<file path="src/hw/mul_arith_pkg.sv">
package mul_arith_pkg;

    localparam int op_w   = 16;
    localparam int prod_w = 2 * op_w;

    // one gated copy of operand b per bit of operand a
    localparam int pp_rows = op_w;

    // Dadda target heights, one entry per reduction stage
    // the last entry leaves two rows for the prefix adder
    localparam int dadda_heights [6] = '{13, 9, 6, 4, 3, 2};

    typedef logic [op_w-1:0]   operand_t;
    typedef logic [prod_w-1:0] product_t;

    // sum and carry rows out of the column reduction
    typedef logic [prod_w-1:0] reduce_row_t;

endpackage

</file>
<file path="src/hw/mul_regmap_pkg.sv">
package mul_regmap_pkg;

    localparam int apb_addr_w = 8;

    // byte offsets on the APB side
    localparam logic [apb_addr_w-1:0] reg_op_a    = 8'h00;
    localparam logic [apb_addr_w-1:0] reg_op_b    = 8'h04;
    localparam logic [apb_addr_w-1:0] reg_ctrl    = 8'h08;
    localparam logic [apb_addr_w-1:0] reg_status  = 8'h0C;
    localparam logic [apb_addr_w-1:0] reg_product = 8'h10;

    localparam int ctrl_start_bit = 0;   // write 1 to launch

    localparam int status_done_bit = 0;  // sticky until next start
    localparam int status_busy_bit = 1;

endpackage

</file>
<file path="src/hw/mul_core_if.sv">
`timescale 1ns/1ps

interface mul_core_if;
    import mul_arith_pkg::*;

    operand_t op_a;
    operand_t op_b;
    logic     start;    // one cycle per request
    product_t product;
    logic     valid;    // one cycle, two after start

    modport regs (
        output op_a,
        output op_b,
        output start,
        input  product,
        input  valid
    );

    modport core (
        input  op_a,
        input  op_b,
        input  start,
        output product,
        output valid
    );

endinterface

</file>
<file path="src/hw/mul_regs.sv">
`timescale 1ns/1ps

module mul_regs (
    input  logic                                clk,
    input  logic                                rst_n,
    input  logic                                psel,
    input  logic                                penable,
    input  logic                                pwrite,
    input  logic [mul_regmap_pkg::apb_addr_w-1:0] paddr,
    input  logic [31:0]                         pwdata,
    output logic [31:0]                         prdata,
    output logic                                pready,
    output logic                                pslverr,
    mul_core_if.regs                            core
);
    import mul_arith_pkg::*;
    import mul_regmap_pkg::*;

    operand_t    op_a_q;
    operand_t    op_b_q;
    product_t    product_q;
    logic        start_q;
    logic        done;
    logic        busy;
    logic [1:0]  inflight;    // starts not yet answered by valid
    logic        setup;
    logic        wr_en;
    logic        start_wr;
    logic        addr_ok;
    logic [31:0] rd_word;

    assign setup    = psel && !penable;
    assign wr_en    = psel && penable && pwrite;
    assign start_wr = wr_en && (paddr == reg_ctrl) && pwdata[ctrl_start_bit];
    assign busy     = (inflight != 2'd0);

    assign pready = 1'b1;   // no wait states

    assign core.op_a  = op_a_q;
    assign core.op_b  = op_b_q;
    assign core.start = start_q;

    always_comb begin
        addr_ok = 1'b1;
        rd_word = '0;
        case (paddr)
            reg_op_a:    rd_word = {{(32 - op_w){1'b0}}, op_a_q};
            reg_op_b:    rd_word = {{(32 - op_w){1'b0}}, op_b_q};
            reg_ctrl:    rd_word = '0;          // start bit self-clears
            reg_status: begin
                rd_word[status_done_bit] = done;
                rd_word[status_busy_bit] = busy;
            end
            reg_product: rd_word = product_q;
            default:     addr_ok = 1'b0;
        endcase
    end

    always_ff @(posedge clk) begin
        if (!rst_n) begin
            op_a_q    <= '0;
            op_b_q    <= '0;
            product_q <= '0;
            start_q   <= 1'b0;
            done      <= 1'b0;
            inflight  <= 2'd0;
            prdata    <= '0;
            pslverr   <= 1'b0;
        end else begin
            if (wr_en && paddr == reg_op_a) begin
                op_a_q <= pwdata[op_w-1:0];
            end
            if (wr_en && paddr == reg_op_b) begin
                op_b_q <= pwdata[op_w-1:0];
            end

            start_q <= start_wr;

            // done only for the newest request
            if (start_wr) begin
                done <= 1'b0;
            end else if (core.valid && inflight == 2'd1) begin
                done <= 1'b1;
            end

            if (core.valid) begin
                product_q <= core.product;
            end

            if (start_wr && !core.valid) begin
                inflight <= inflight + 2'd1;
            end else if (!start_wr && core.valid) begin
                inflight <= inflight - 2'd1;
            end

            // read data and error are ready for the access phase
            if (setup && !pwrite) begin
                prdata <= rd_word;
            end
            pslverr <= setup && !addr_ok;
        end
    end

endmodule

</file>
<file path="src/hw/dadda_reduce.sv">
`timescale 1ns/1ps

module dadda_reduce (
    input  mul_arith_pkg::operand_t    op_a,
    input  mul_arith_pkg::operand_t    op_b,
    output mul_arith_pkg::reduce_row_t row_sum,
    output mul_arith_pkg::reduce_row_t row_carry
);
    import mul_arith_pkg::*;

    localparam int n_stages = $size(dadda_heights);

    localparam int k_fa     = 0;
    localparam int k_ha     = 1;
    localparam int k_height = 2;

    // replays the Dadda schedule up to one column of one stage
    function automatic int sched(int stage, int col, int kind);
        int h [prod_w];
        int cin;
        int excess;
        int nfa;
        int nha;
        int res;
        res = 0;
        for (int c = 0; c < prod_w; c++) begin
            h[c] = (c < op_w) ? c + 1 : 2 * op_w - 1 - c;
        end
        for (int s = 0; s <= stage; s++) begin
            cin = 0;
            for (int c = 0; c < prod_w; c++) begin
                excess = h[c] + cin - dadda_heights[s];
                nfa    = (excess > 0) ? excess / 2 : 0;
                nha    = (excess > 0) ? excess % 2 : 0;
                if (s == stage && c == col) begin
                    res = (kind == k_fa) ? nfa : (kind == k_ha) ? nha : h[c];
                end
                h[c] = h[c] - 2 * nfa - nha + cin;  // height entering next stage
                cin  = nfa + nha;
            end
        end
        return res;
    endfunction

    logic [pp_rows-1:0] col_bits [0:n_stages][0:prod_w-1];
    logic [pp_rows-1:0] cell_sum [0:n_stages-1][0:prod_w-1];
    logic [pp_rows-1:0] cell_cy  [0:n_stages-1][0:prod_w-1];

    // partial products sorted into weight columns
    for (genvar c = 0; c < prod_w; c++) begin : g_pp_col
        localparam int lo = (c < op_w) ? 0 : c - op_w + 1;
        localparam int h0 = sched(0, c, k_height);
        for (genvar r = 0; r < pp_rows; r++) begin : g_pp_row
            if (r < h0) begin : g_and
                assign col_bits[0][c][r] = op_a[lo + r] & op_b[c - lo - r];
            end else begin : g_zero
                assign col_bits[0][c][r] = 1'b0;
            end
        end
    end

    for (genvar s = 0; s < n_stages; s++) begin : g_stage
        for (genvar c = 0; c < prod_w; c++) begin : g_col
            localparam int h     = sched(s, c, k_height);
            localparam int nfa   = sched(s, c, k_fa);
            localparam int nha   = sched(s, c, k_ha);
            localparam int ncell = nfa + nha;
            localparam int used  = 3 * nfa + 2 * nha;
            localparam int npass = h - used;
            localparam int ncin  = sched(s, c - 1, k_fa) + sched(s, c - 1, k_ha);

            for (genvar k = 0; k < pp_rows; k++) begin : g_cell
                if (k < nfa) begin : g_fa
                    logic x;
                    logic y;
                    logic z;
                    assign x = col_bits[s][c][3 * k];
                    assign y = col_bits[s][c][3 * k + 1];
                    assign z = col_bits[s][c][3 * k + 2];
                    assign cell_sum[s][c][k] = x ^ y ^ z;
                    assign cell_cy[s][c][k]  = (x & y) | (x & z) | (y & z);
                end else if (k < ncell) begin : g_ha
                    localparam int b = 3 * nfa + 2 * (k - nfa);
                    assign cell_sum[s][c][k] = col_bits[s][c][b] ^ col_bits[s][c][b + 1];
                    assign cell_cy[s][c][k]  = col_bits[s][c][b] & col_bits[s][c][b + 1];
                end else begin : g_idle
                    assign cell_sum[s][c][k] = 1'b0;
                    assign cell_cy[s][c][k]  = 1'b0;
                end
            end

            // sums, untouched bits, then carries from the column below
            for (genvar r = 0; r < pp_rows; r++) begin : g_next
                if (r < ncell) begin : g_sum
                    assign col_bits[s + 1][c][r] = cell_sum[s][c][r];
                end else if (r < ncell + npass) begin : g_keep
                    assign col_bits[s + 1][c][r] = col_bits[s][c][used + r - ncell];
                end else if (r < ncell + npass + ncin) begin : g_carry
                    assign col_bits[s + 1][c][r] = cell_cy[s][c - 1][r - ncell - npass];
                end else begin : g_empty
                    assign col_bits[s + 1][c][r] = 1'b0;
                end
            end
        end
    end

    for (genvar c = 0; c < prod_w; c++) begin : g_out
        assign row_sum[c]   = col_bits[n_stages][c][0];
        assign row_carry[c] = col_bits[n_stages][c][1];
    end

endmodule

</file>
<file path="src/hw/kogge_stone_adder.sv">
`timescale 1ns/1ps

module kogge_stone_adder #(
    parameter int width = 32
) (
    input  logic [width-1:0] in_a,
    input  logic [width-1:0] in_b,
    input  logic             cin,
    output logic [width-1:0] sum,
    output logic             cout
);
    localparam int levels = $clog2(width);

    logic [width-1:0] p;
    logic [width-1:0] g     [0:levels];
    logic [width-1:0] p_grp [0:levels];

    assign p        = in_a ^ in_b;
    assign p_grp[0] = p;

    // carry in folded into bit 0 generate
    for (genvar i = 0; i < width; i++) begin : g_init
        if (i == 0) begin : g_lsb
            assign g[0][i] = (in_a[i] & in_b[i]) | (p[i] & cin);
        end else begin : g_bit
            assign g[0][i] = in_a[i] & in_b[i];
        end
    end

    for (genvar l = 0; l < levels; l++) begin : g_level
        localparam int d = 1 << l;
        for (genvar i = 0; i < width; i++) begin : g_node
            if (i >= 2 * d) begin : g_black
                assign g[l + 1][i]     = g[l][i] | (p_grp[l][i] & g[l][i - d]);
                assign p_grp[l + 1][i] = p_grp[l][i] & p_grp[l][i - d];
            end else if (i >= d) begin : g_gray
                assign g[l + 1][i]     = g[l][i] | (p_grp[l][i] & g[l][i - d]);
                assign p_grp[l + 1][i] = p_grp[l][i];   // prefix reaches bit 0
            end else begin : g_pass
                assign g[l + 1][i]     = g[l][i];
                assign p_grp[l + 1][i] = p_grp[l][i];
            end
        end
    end

    assign sum  = p ^ {g[levels][width-2:0], cin};
    assign cout = g[levels][width-1];

endmodule

</file>
<file path="src/hw/mul_core.sv">
`timescale 1ns/1ps

module mul_core (
    input logic      clk,
    input logic      rst_n,
    mul_core_if.core core
);
    import mul_arith_pkg::*;

    reduce_row_t red_sum;
    reduce_row_t red_carry;
    reduce_row_t s1_sum;     // stage one rows
    reduce_row_t s1_carry;
    product_t    add_sum;
    product_t    prod_q;     // stage two result
    logic [1:0]  vld_pipe;

    dadda_reduce u_reduce (
        .op_a      (core.op_a),
        .op_b      (core.op_b),
        .row_sum   (red_sum),
        .row_carry (red_carry)
    );

    kogge_stone_adder #(
        .width (prod_w)
    ) u_adder (
        .in_a (s1_sum),
        .in_b (s1_carry),
        .cin  (1'b0),
        .sum  (add_sum),
        .cout ()            // product always fits
    );

    always_ff @(posedge clk) begin
        if (core.start) begin
            s1_sum   <= red_sum;
            s1_carry <= red_carry;
        end
        if (vld_pipe[0]) begin
            prod_q <= add_sum;
        end
    end

    // one bit per stage, follows each start
    always_ff @(posedge clk) begin
        if (!rst_n) begin
            vld_pipe <= 2'b00;
        end else begin
            vld_pipe <= {vld_pipe[0], core.start};
        end
    end

    assign core.product = prod_q;
    assign core.valid   = vld_pipe[1];

endmodule

</file>
<file path="src/hw/mul_apb_top.sv">
`timescale 1ns/1ps

module mul_apb_top (
    input  logic                                  clk,
    input  logic                                  rst_n,
    input  logic                                  psel,
    input  logic                                  penable,
    input  logic                                  pwrite,
    input  logic [mul_regmap_pkg::apb_addr_w-1:0] paddr,
    input  logic [31:0]                           pwdata,
    output logic [31:0]                           prdata,
    output logic                                  pready,
    output logic                                  pslverr
);

    mul_core_if u_core_if ();

    mul_regs u_regs (
        .clk     (clk),
        .rst_n   (rst_n),
        .psel    (psel),
        .penable (penable),
        .pwrite  (pwrite),
        .paddr   (paddr),
        .pwdata  (pwdata),
        .prdata  (prdata),
        .pready  (pready),
        .pslverr (pslverr),
        .core    (u_core_if)
    );

    mul_core u_core (
        .clk   (clk),
        .rst_n (rst_n),
        .core  (u_core_if)
    );

endmodule

</file>
<file path="config.mk">
export PLATFORM = sky130hd
export DESIGN_NAME = mul_apb_top
export DESIGN_NICKNAME = d
export VERILOG_FILES = /design/src/hw/mul_arith_pkg.sv /design/src/hw/mul_regmap_pkg.sv /design/src/hw/mul_core_if.sv /design/src/hw/mul_regs.sv /design/src/hw/dadda_reduce.sv /design/src/hw/kogge_stone_adder.sv /design/src/hw/mul_core.sv /design/src/hw/mul_apb_top.sv
export SDC_FILE = /design/constraint.sdc
export NUM_CORES = 1
export LEC_CHECK = 0
export BUFFER_PORTS_ARGS = -buffer_cell sky130_fd_sc_hd__buf_2
export CAP_MARGIN = 15
export CORE_ASPECT_RATIO = 0.8
export CORE_MARGIN = 10
export CORE_UTILIZATION = 48
export CTS_CLUSTER_DIAMETER = 40
export DETAILED_ROUTE_END_ITERATION = 10
export PLACE_DENSITY = 0.67
export SYNTH_ARGS = -nofsm -noshare
export SYNTH_HDL_FRONTEND = slang
export SYNTH_SLANG_ARGS = --single-unit
</file>
<file path="constraint.sdc">
create_clock -name clk -period 6.3 [get_ports clk]
set_clock_uncertainty 0.2 [all_clocks]
set_input_delay 0.315 -clock clk [delete_from_list [all_inputs] [get_ports clk]]
set_output_delay 0.315 -clock clk [all_outputs]
set_load 0.05 [all_outputs]
</file>
==> summary.md, run 1 <==
| Metric | Value |
|---|---|
| Core Area | `31,350 um2` |
| Peak supply drop | `0.0001611 V` |
| Seq cells post-synth | `196` |
| # rows | `58` |
| Clock slew at reported path FFs | `0.08 ns` |
| Number of synthesized flops with an enable pin | `93` |
| Slew Limit Fails | `0` |
| Routed len/inst | `20.05 um` |
| WP data required | `6.28 ns` |
| Async SR Flop Fraction | `0` |
| WP data arrival | `4.74 ns` |
| Grt ovf | `0` |
| Fin nets | `1,799` |
| Power Dens Cells | `148.9 nW/um2` |
| Max clock buf depth | `2` |
| RSZ-0062 raised after global routing | `false` |
| Initial drt markers | `971` |
| Post-synth top area cell | `fa_1` |
| DRC Markers | `0` |
| Top cells by count, synth | `fa_1, inv_1, and2_1` |
| Max_slew headroom | `0.2791` |
| Layout cells sized above 1 | `0.08470` |
| Cells after DPL | `1,895` |
| Min-delay worst type | `input port to flop` |
| Least-Margin Pin Slew | `1.081 ns` |
| Mapped Nets | `1,759` |
| Setup TNS | `0 ns` |
| I/O Buffers | `61` |
| Main synth FF type | `dfxtp_1` |
| Vias per cell | `5.457` |
| Mean instance size in the synthesized netlist | `10.34 um2` |
| Post-synthesis sequential area ratio | `0.3193` |
| Post-synth top area share | `0.2581` |
| Synth cell types | `70` |
| I/O pin cnt | `79` |
| Post-Synthesis Cells | `1,470` |
| Area of the mapped netlist | `15,200 um2` |
| DR pass1 iterations | `5` |
| CTS tree | `yes` |
| Crit share post-route | `0.7561` |
| Status | `finished clean` |
| CTS H-Tree Depth | `4` |
| Fin crit period | `4.764 ns` |
| Skew-Pair Late Insertion Delay | `0.45 ns` |
| Area Growth Syn to Fin | `9.415%` |
| Setup WS post-layout | `1.536 ns` |
| Total global-route track usage | `0.2058` |
| Ant diodes | `0` |
| Number of global-route vias before repair | `10,840` |
| Leakage dissipation | `0.006824 uW` |
| Max_cap viols | `0` |
| Final HPWL DP | `27,770 um` |
| Root Driver | `clkbuf_16` |
| RePlAce Congestion | `0.9061` |
| Clock Sinks | `196` |
| Total CTS buffers | `17` |
| Largest net degree at the start of global routing | `105` |
| CP Capture Type | `flop` |
| Utilization after layout | `0.5306` |
| Hold Vio Cnt, Final | `0` |
| Initial Util | `0.4850` |
| CP Max Fanout | `18` |
| Routed Antenna Nets | `0` |
| Total power | `2477 uW` |
| Ys Warns | `0` |
| Final WL | `38,960 um` |
| Crit path kind | `flop to flop` |
| Synth top area cells | `fa_1, edfxtp_1, dfxtp_1, and2_1, inv_1` |
| Fmax | `209.9 MHz` |
| Die Wd | `219.0 um` |
| Total die area | `39,240 um2` |
| Detailed-route via count | `10,600` |
| Pre-CTS setup slack | `1.576 ns` |
| Finished Layout Cells | `1,943` |
| Final setup violation count | `0` |
| Nature of the critical path startpoint | `flop` |
| First-pass GRT wire length | `61,760 um` |
| Die Span Y | `179.2 um` |
| Initial antenna violation count | `0` |
| Cell with the most instances after synthesis | `fa_1` |
==> through the flow <==
step	instance area (um2)	hold WS, ns
finish	16630	0.01172
global route	16630	0.02676
CTS	16610	0.004403
detailed placement	15860	0.2120
global placement	15860	0.2103
floorplan	15200	0.2003
==> layer usage <==
metal,global-route usage,wire [um],vias up
met5,0,0,-
met4,0.05908,677,0
met3,0.04334,3476,46
met2,0.3125,16950,423
met1,0.2917,17850,5314
li1,-,-,4819
==> layout by cell type (no fill, tap or decap), types with 4 or more instances in the layout <==
cell type / n
fa_1: 196
inv_1: 184
and2_1: 170
nand2_1: 168
dfxtp_1: 101
edfxtp_1: 93
nor2b_1: 67
mux2i_1: 65
buf_2: 61
ha_1: 48
a21oi_1: 35
a21o_1: 26
nand3_1: 24
buf_4: 24
a21boi_0: 23
nor2_1: 21
clkbuf_16: 17
xnor2_1: 16
a22oi_1: 16
dlygate4sd3_1: 15
o21ai_0: 14
nand4_1: 9
o211ai_1: 8
nor3_1: 8
a21boi_1: 8
xor2_1: 7
o21a_1: 6
a211oi_1: 5
and3_1: 5
clkinv_8: 5
o21bai_1: 4
and4_1: 4
inv_6: 4
==> cell type report <==
type	count	area, um2
Clock buffer	18	429.2
Clock inverter	14	180.2
Fill cell	2839	14720
Inverter	184	690.7
Multi-Input combinational cell	1010	9301
Sequential cell	196	4857
Tap cell	420	525.5
Timing Repair Buffer	101	650.6
==> final timing paths <==
check,start,to,slack (ns),cells past startpoint
max reg2reg,u_regs.core.op_b[14],u_core.s1_sum[14],1.54,10
max,u_regs.core.op_b[14],u_core.s1_sum[14],1.54,10
min reg2reg,u_core.s1_sum[0],u_core.core.product[0],0.23,0
min,pwdata[12],u_regs.core.op_a[12],0.01,3
==> registers in the layout (all words and copies together) (netlist names), 2 cells and up <==
name and cells:
u_core.core.product 32, u_regs.core.op_b 16, u_core.vld_pipe 2, u_regs.inflight 2, u_regs.core.op_a 16, u_core.s1_carry 30, u_regs.product_q 32, u_core.s1_sum 31
u_regs.prdata 32
==> worst max-delay path, cell delays in order (launching register included) <==
cell     delay (ns)
dfxtp_1        0.84
nand2_1        0.18
fa_1           0.56
inv_1          0.05
fa_1           0.51
fa_1           0.52
fa_1           0.54
inv_1          0.05
fa_1           0.52
inv_1          0.05
fa_1           0.47
==> where the power goes <==
group,internal (uW),switching [uW]
clock network,544,562
logic,23.6,26.8
registers,1320,0.447
==> repair_timing <==
item	4_1_cts	5_1_grt
gates resized for setup	0	0
hold endpoints to repair	21	1
hold buffers	14	1
buffers inserted	0	0
==> cells by family after synthesis <==
group / Yosys count / share of synthesized area
simple gates: 503 / 0.1766
buf+inv: 264 / 0.06921
fa+ha+maj: 244 / 0.2976
flops: 196 / 0.3193
compound gates: 173 / 0.08024
mux: 66 / 0.04354
xor+xnor: 23 / 0.01325
other cells: 1 / 0.0002467
No activity file was read; power rests on OpenSTA's default activity.
==> inputs of run 2 (changes only) <==
--- a/config.mk
+++ b/config.mk
@@ -12,7 +12,7 @@
 export CORE_UTILIZATION = 48
 export CTS_CLUSTER_DIAMETER = 40
 export DETAILED_ROUTE_END_ITERATION = 10
-export PLACE_DENSITY = 0.67
+export PLACE_DENSITY = 0.69
 export SYNTH_ARGS = -nofsm -noshare
 export SYNTH_HDL_FRONTEND = slang
 export SYNTH_SLANG_ARGS = --single-unit
==> constraint.sdc (replaced) <==
create_clock -name clk -period 4.1 [get_ports clk]
set_clock_uncertainty 0.2 [all_clocks]
set_input_delay 0.205 -clock clk [delete_from_list [all_inputs] [get_ports clk]]
set_output_delay 0.205 -clock clk [all_outputs]
set_load 0.05 [all_outputs]
==> run 2 against run 1 <==
  * Combinational power increased by 74%
  * Critical path depth fell by 1
  * Utilization up 1.6 points
  * Largest power group unchanged
  * Clock power up 47%
==> summary.md, run 2 (synthesis gave the netlist of run 1 again) <==
| Metric | Value |
|---|---|
| Initial drt markers | `977 (+0.62%)` |
| Leading cell type in the layout, fill and taps excluded | `fa_1` |
| First-pass GRT wire length | `61,470 um (-0.46%)` |
| I/O Buffers | `61 (unchanged)` |
| Final WL | `37,550 um (-3.6%)` |
| Final setup violation count | `0 (unchanged)` |
| Leakage dissipation | `0.007098 uW (+4.0%)` |
| Clock slew at reported path FFs | `0.08 ns (about the same)` |
| Die Wd | `219.0 um (unchanged)` |
| Max clock buf depth | `2 (unchanged)` |
| Fin crit period | `4.063 ns (-0.7005 ns)` |
| Least-Margin Pin Slew | `1.038 ns (-0.04345 ns)` |
| Crit share post-route | `0.9910 (+0.2349)` |
| Detailed-route via count | `10,620 (+0.19%)` |
| Total die area | `39,240 um2 (unchanged)` |
| Skew-Pair Late Insertion Delay | `0.44 ns (about the same)` |
| Max_cap viols | `0 (unchanged)` |
| Clock Sinks | `196 (unchanged)` |
| Min-delay worst type | `input port to flop` |
| Gate power share | `0.023 (+0.003)` |
| Fmax | `246.1 MHz (+17%)` |
| # rows | `58 (unchanged)` |
| Sw Share | `0.2315 (-0.006486)` |
| Reg area | `4895 um2 (+0.77%)` |
| Die Span Y | `179.2 um (unchanged)` |
| Vias per cell | `5.311 (-2.7%)` |
| Largest net degree at the start of global routing | `48 (-54%)` |
| CTS H-Tree Depth | `4 (unchanged)` |
| Total CTS buffers | `17 (unchanged)` |
| I/O pin cnt | `79 (unchanged)` |
| DRC Markers | `0 (unchanged)` |
| WP data required | `4.09 ns (-2.19 ns)` |
| DR pass1 iterations | `5 (unchanged)` |
| Root Driver | `clkbuf_16` |
| Final HPWL DP | `29,480 um (+6.2%)` |
| Slew Limit Fails | `0 (unchanged)` |
| Clock network power share | `0.436 (-0.011)` |
| WP data arrival | `4.05 ns (-0.69 ns)` |
| Initial Util | `0.4850 (unchanged)` |
| Initial antenna violation count | `0 (unchanged)` |
| RePlAce Congestion | `0.9539 (+5.3%)` |
| CTS tree | `yes` |
| Internal Power | `2878 uW (+52%)` |
| Number of global-route vias before repair | `11,070 (+2.1%)` |
| Power Dens Cells | `218.4 nW/um2 (+47%)` |
| Core Area | `31,350 um2 (unchanged)` |
| Grt ovf | `0 (unchanged)` |
| Fin nets | `1,856 (+3.2%)` |
| Hold Vio Cnt, Final | `0 (unchanged)` |
| RSZ-0062 raised after global routing | `true` |
| Net Sw Power | `867.2 uW (+47%)` |
| Routed Antenna Nets | `0 (unchanged)` |
| Layout fillers | `2,785 (-1.9%)` |
| CP Capture Type | `flop` |
| Max_slew headroom | `0.3080 (+0.02896)` |
| Routed len/inst | `18.78 um (-6.4%)` |
| CP Max Fanout | `6 (-12)` |
| Multi-input logic area | `9331 um2 (+0.32%)` |
| Crit path kind | `flop to flop` |
| Utilization after layout | `0.5471 (+0.01644)` |
| Status | `finished clean` |
| Register share of total power | `0.540 (+0.007)` |
| Layout cells sized above 1 | `0.1348 (+0.05011)` |
| Placed cell areas | `16,260 um2 (+2.5%)` |
| Ant diodes | `0 (unchanged)` |
| Total global-route track usage | `0.2018 (-0.003994)` |
| Post-route cell area | `17,150 um2 (+3.1%)` |
| Nature of the critical path startpoint | `flop` |
| Peak supply drop | `0.0002507 V (+56%)` |
| Most frequent cells in the layout | `fa_1, inv_1, and2_1` |
| Area Growth Syn to Fin | `12.81%` |
| Total power | `3746 uW (+51%)` |
run 2: changes by cell type in the layout (fill, tap and decap cells not counted), moves of 4 or more:
cell | previous run | this run
buf_4 | 24 | 73
dfxtp_1 | 101 | 85
dfxtp_2 | 2 | 11
dfxtp_4 | 0 | 7
dlygate4sd3_1 | 15 | 20
fa_1 | 196 | 189
fa_2 | 0 | 7
inv_1 | 184 | 180
inv_2 | 0 | 4
run 2: metal layers:
metal / global-route usage / wire length, um / up-vias
met5: 0 / 0 / -
met4: 0.05019 / 616 / 0
met3: 0.05278 / 3287 / 40
met2: 0.2972 / 15930 / 363
met1: 0.2901 / 17720 / 5279
li1: - / - / 4940
run 2: power groups by stage:
stage	combinational [uW]	clock [uW]	sequential, uW
after CTS	87.0	1670	2030
after global routing	94.2	1750	2020
final	87.8	1630	2020
after global placement	70.3	0	2070
after floorplan	35.2	0	2080
after detailed placement	71.0	0	2070
run 2: worst paths after layout:
path                             start                endpoint  slack [ns]  cells past startpoint
setup / recovery  u_regs.core.op_b[15]       u_core.s1_sum[18]        0.04                      9
hold / removal                paddr[3]       u_regs.core.start        0.03                      4
setup reg to reg  u_regs.core.op_b[15]       u_core.s1_sum[18]        0.04                      9
hold reg to reg       u_core.s1_sum[0]  u_core.core.product[0]        0.22                      0
run 2: what timing repair did:
item,4_1_cts,5_1_grt
setup endpoints to repair,5,21
hold buffers,20,0
pin swaps,3,29
buffers inserted,0,7
resized for setup,4,25
hold endpoints to repair,34,0
run 2: cell type report:
| cell class | instances | share of cell area |
|---|---|---|
| multi-input combinational | 1010 | 0.5441 |
| tap | 420 | 0.03064 |
| clock inverter | 15 | 0.009192 |
| clock buffer | 17 | 0.02480 |
| timing repair buffer | 158 | 0.06559 |
| inverter | 184 | 0.04027 |
| sequential | 196 | 0.2854 |
run 2: stage by stage:
step / setup WS [ns] / std cells / TNS, ns / hold WS (ns)
global route: -0.07412 / 2000 / -0.1256 / 0.03592
global placement: -0.05089 / 1942 / -0.05089 / 0.2038
finish: 0.03690 / 2000 / 0 / 0.02826
detailed placement: -0.05176 / 1942 / -0.07780 / 0.2045
floorplan: -0.03491 / 1470 / -0.03491 / 0.1480
CTS: -0.007446 / 1994 / -0.007446 / 0.005783
run 2: worst max-delay path, stage by stage (launching register included):
cell	delay [ns]
dfxtp_4	0.38
and2_4	0.14
fa_1	0.56
inv_2	0.05
fa_1	0.52
inv_1	0.05
fa_1	0.45
fa_1	0.52
fa_1	0.46
fa_1	0.48
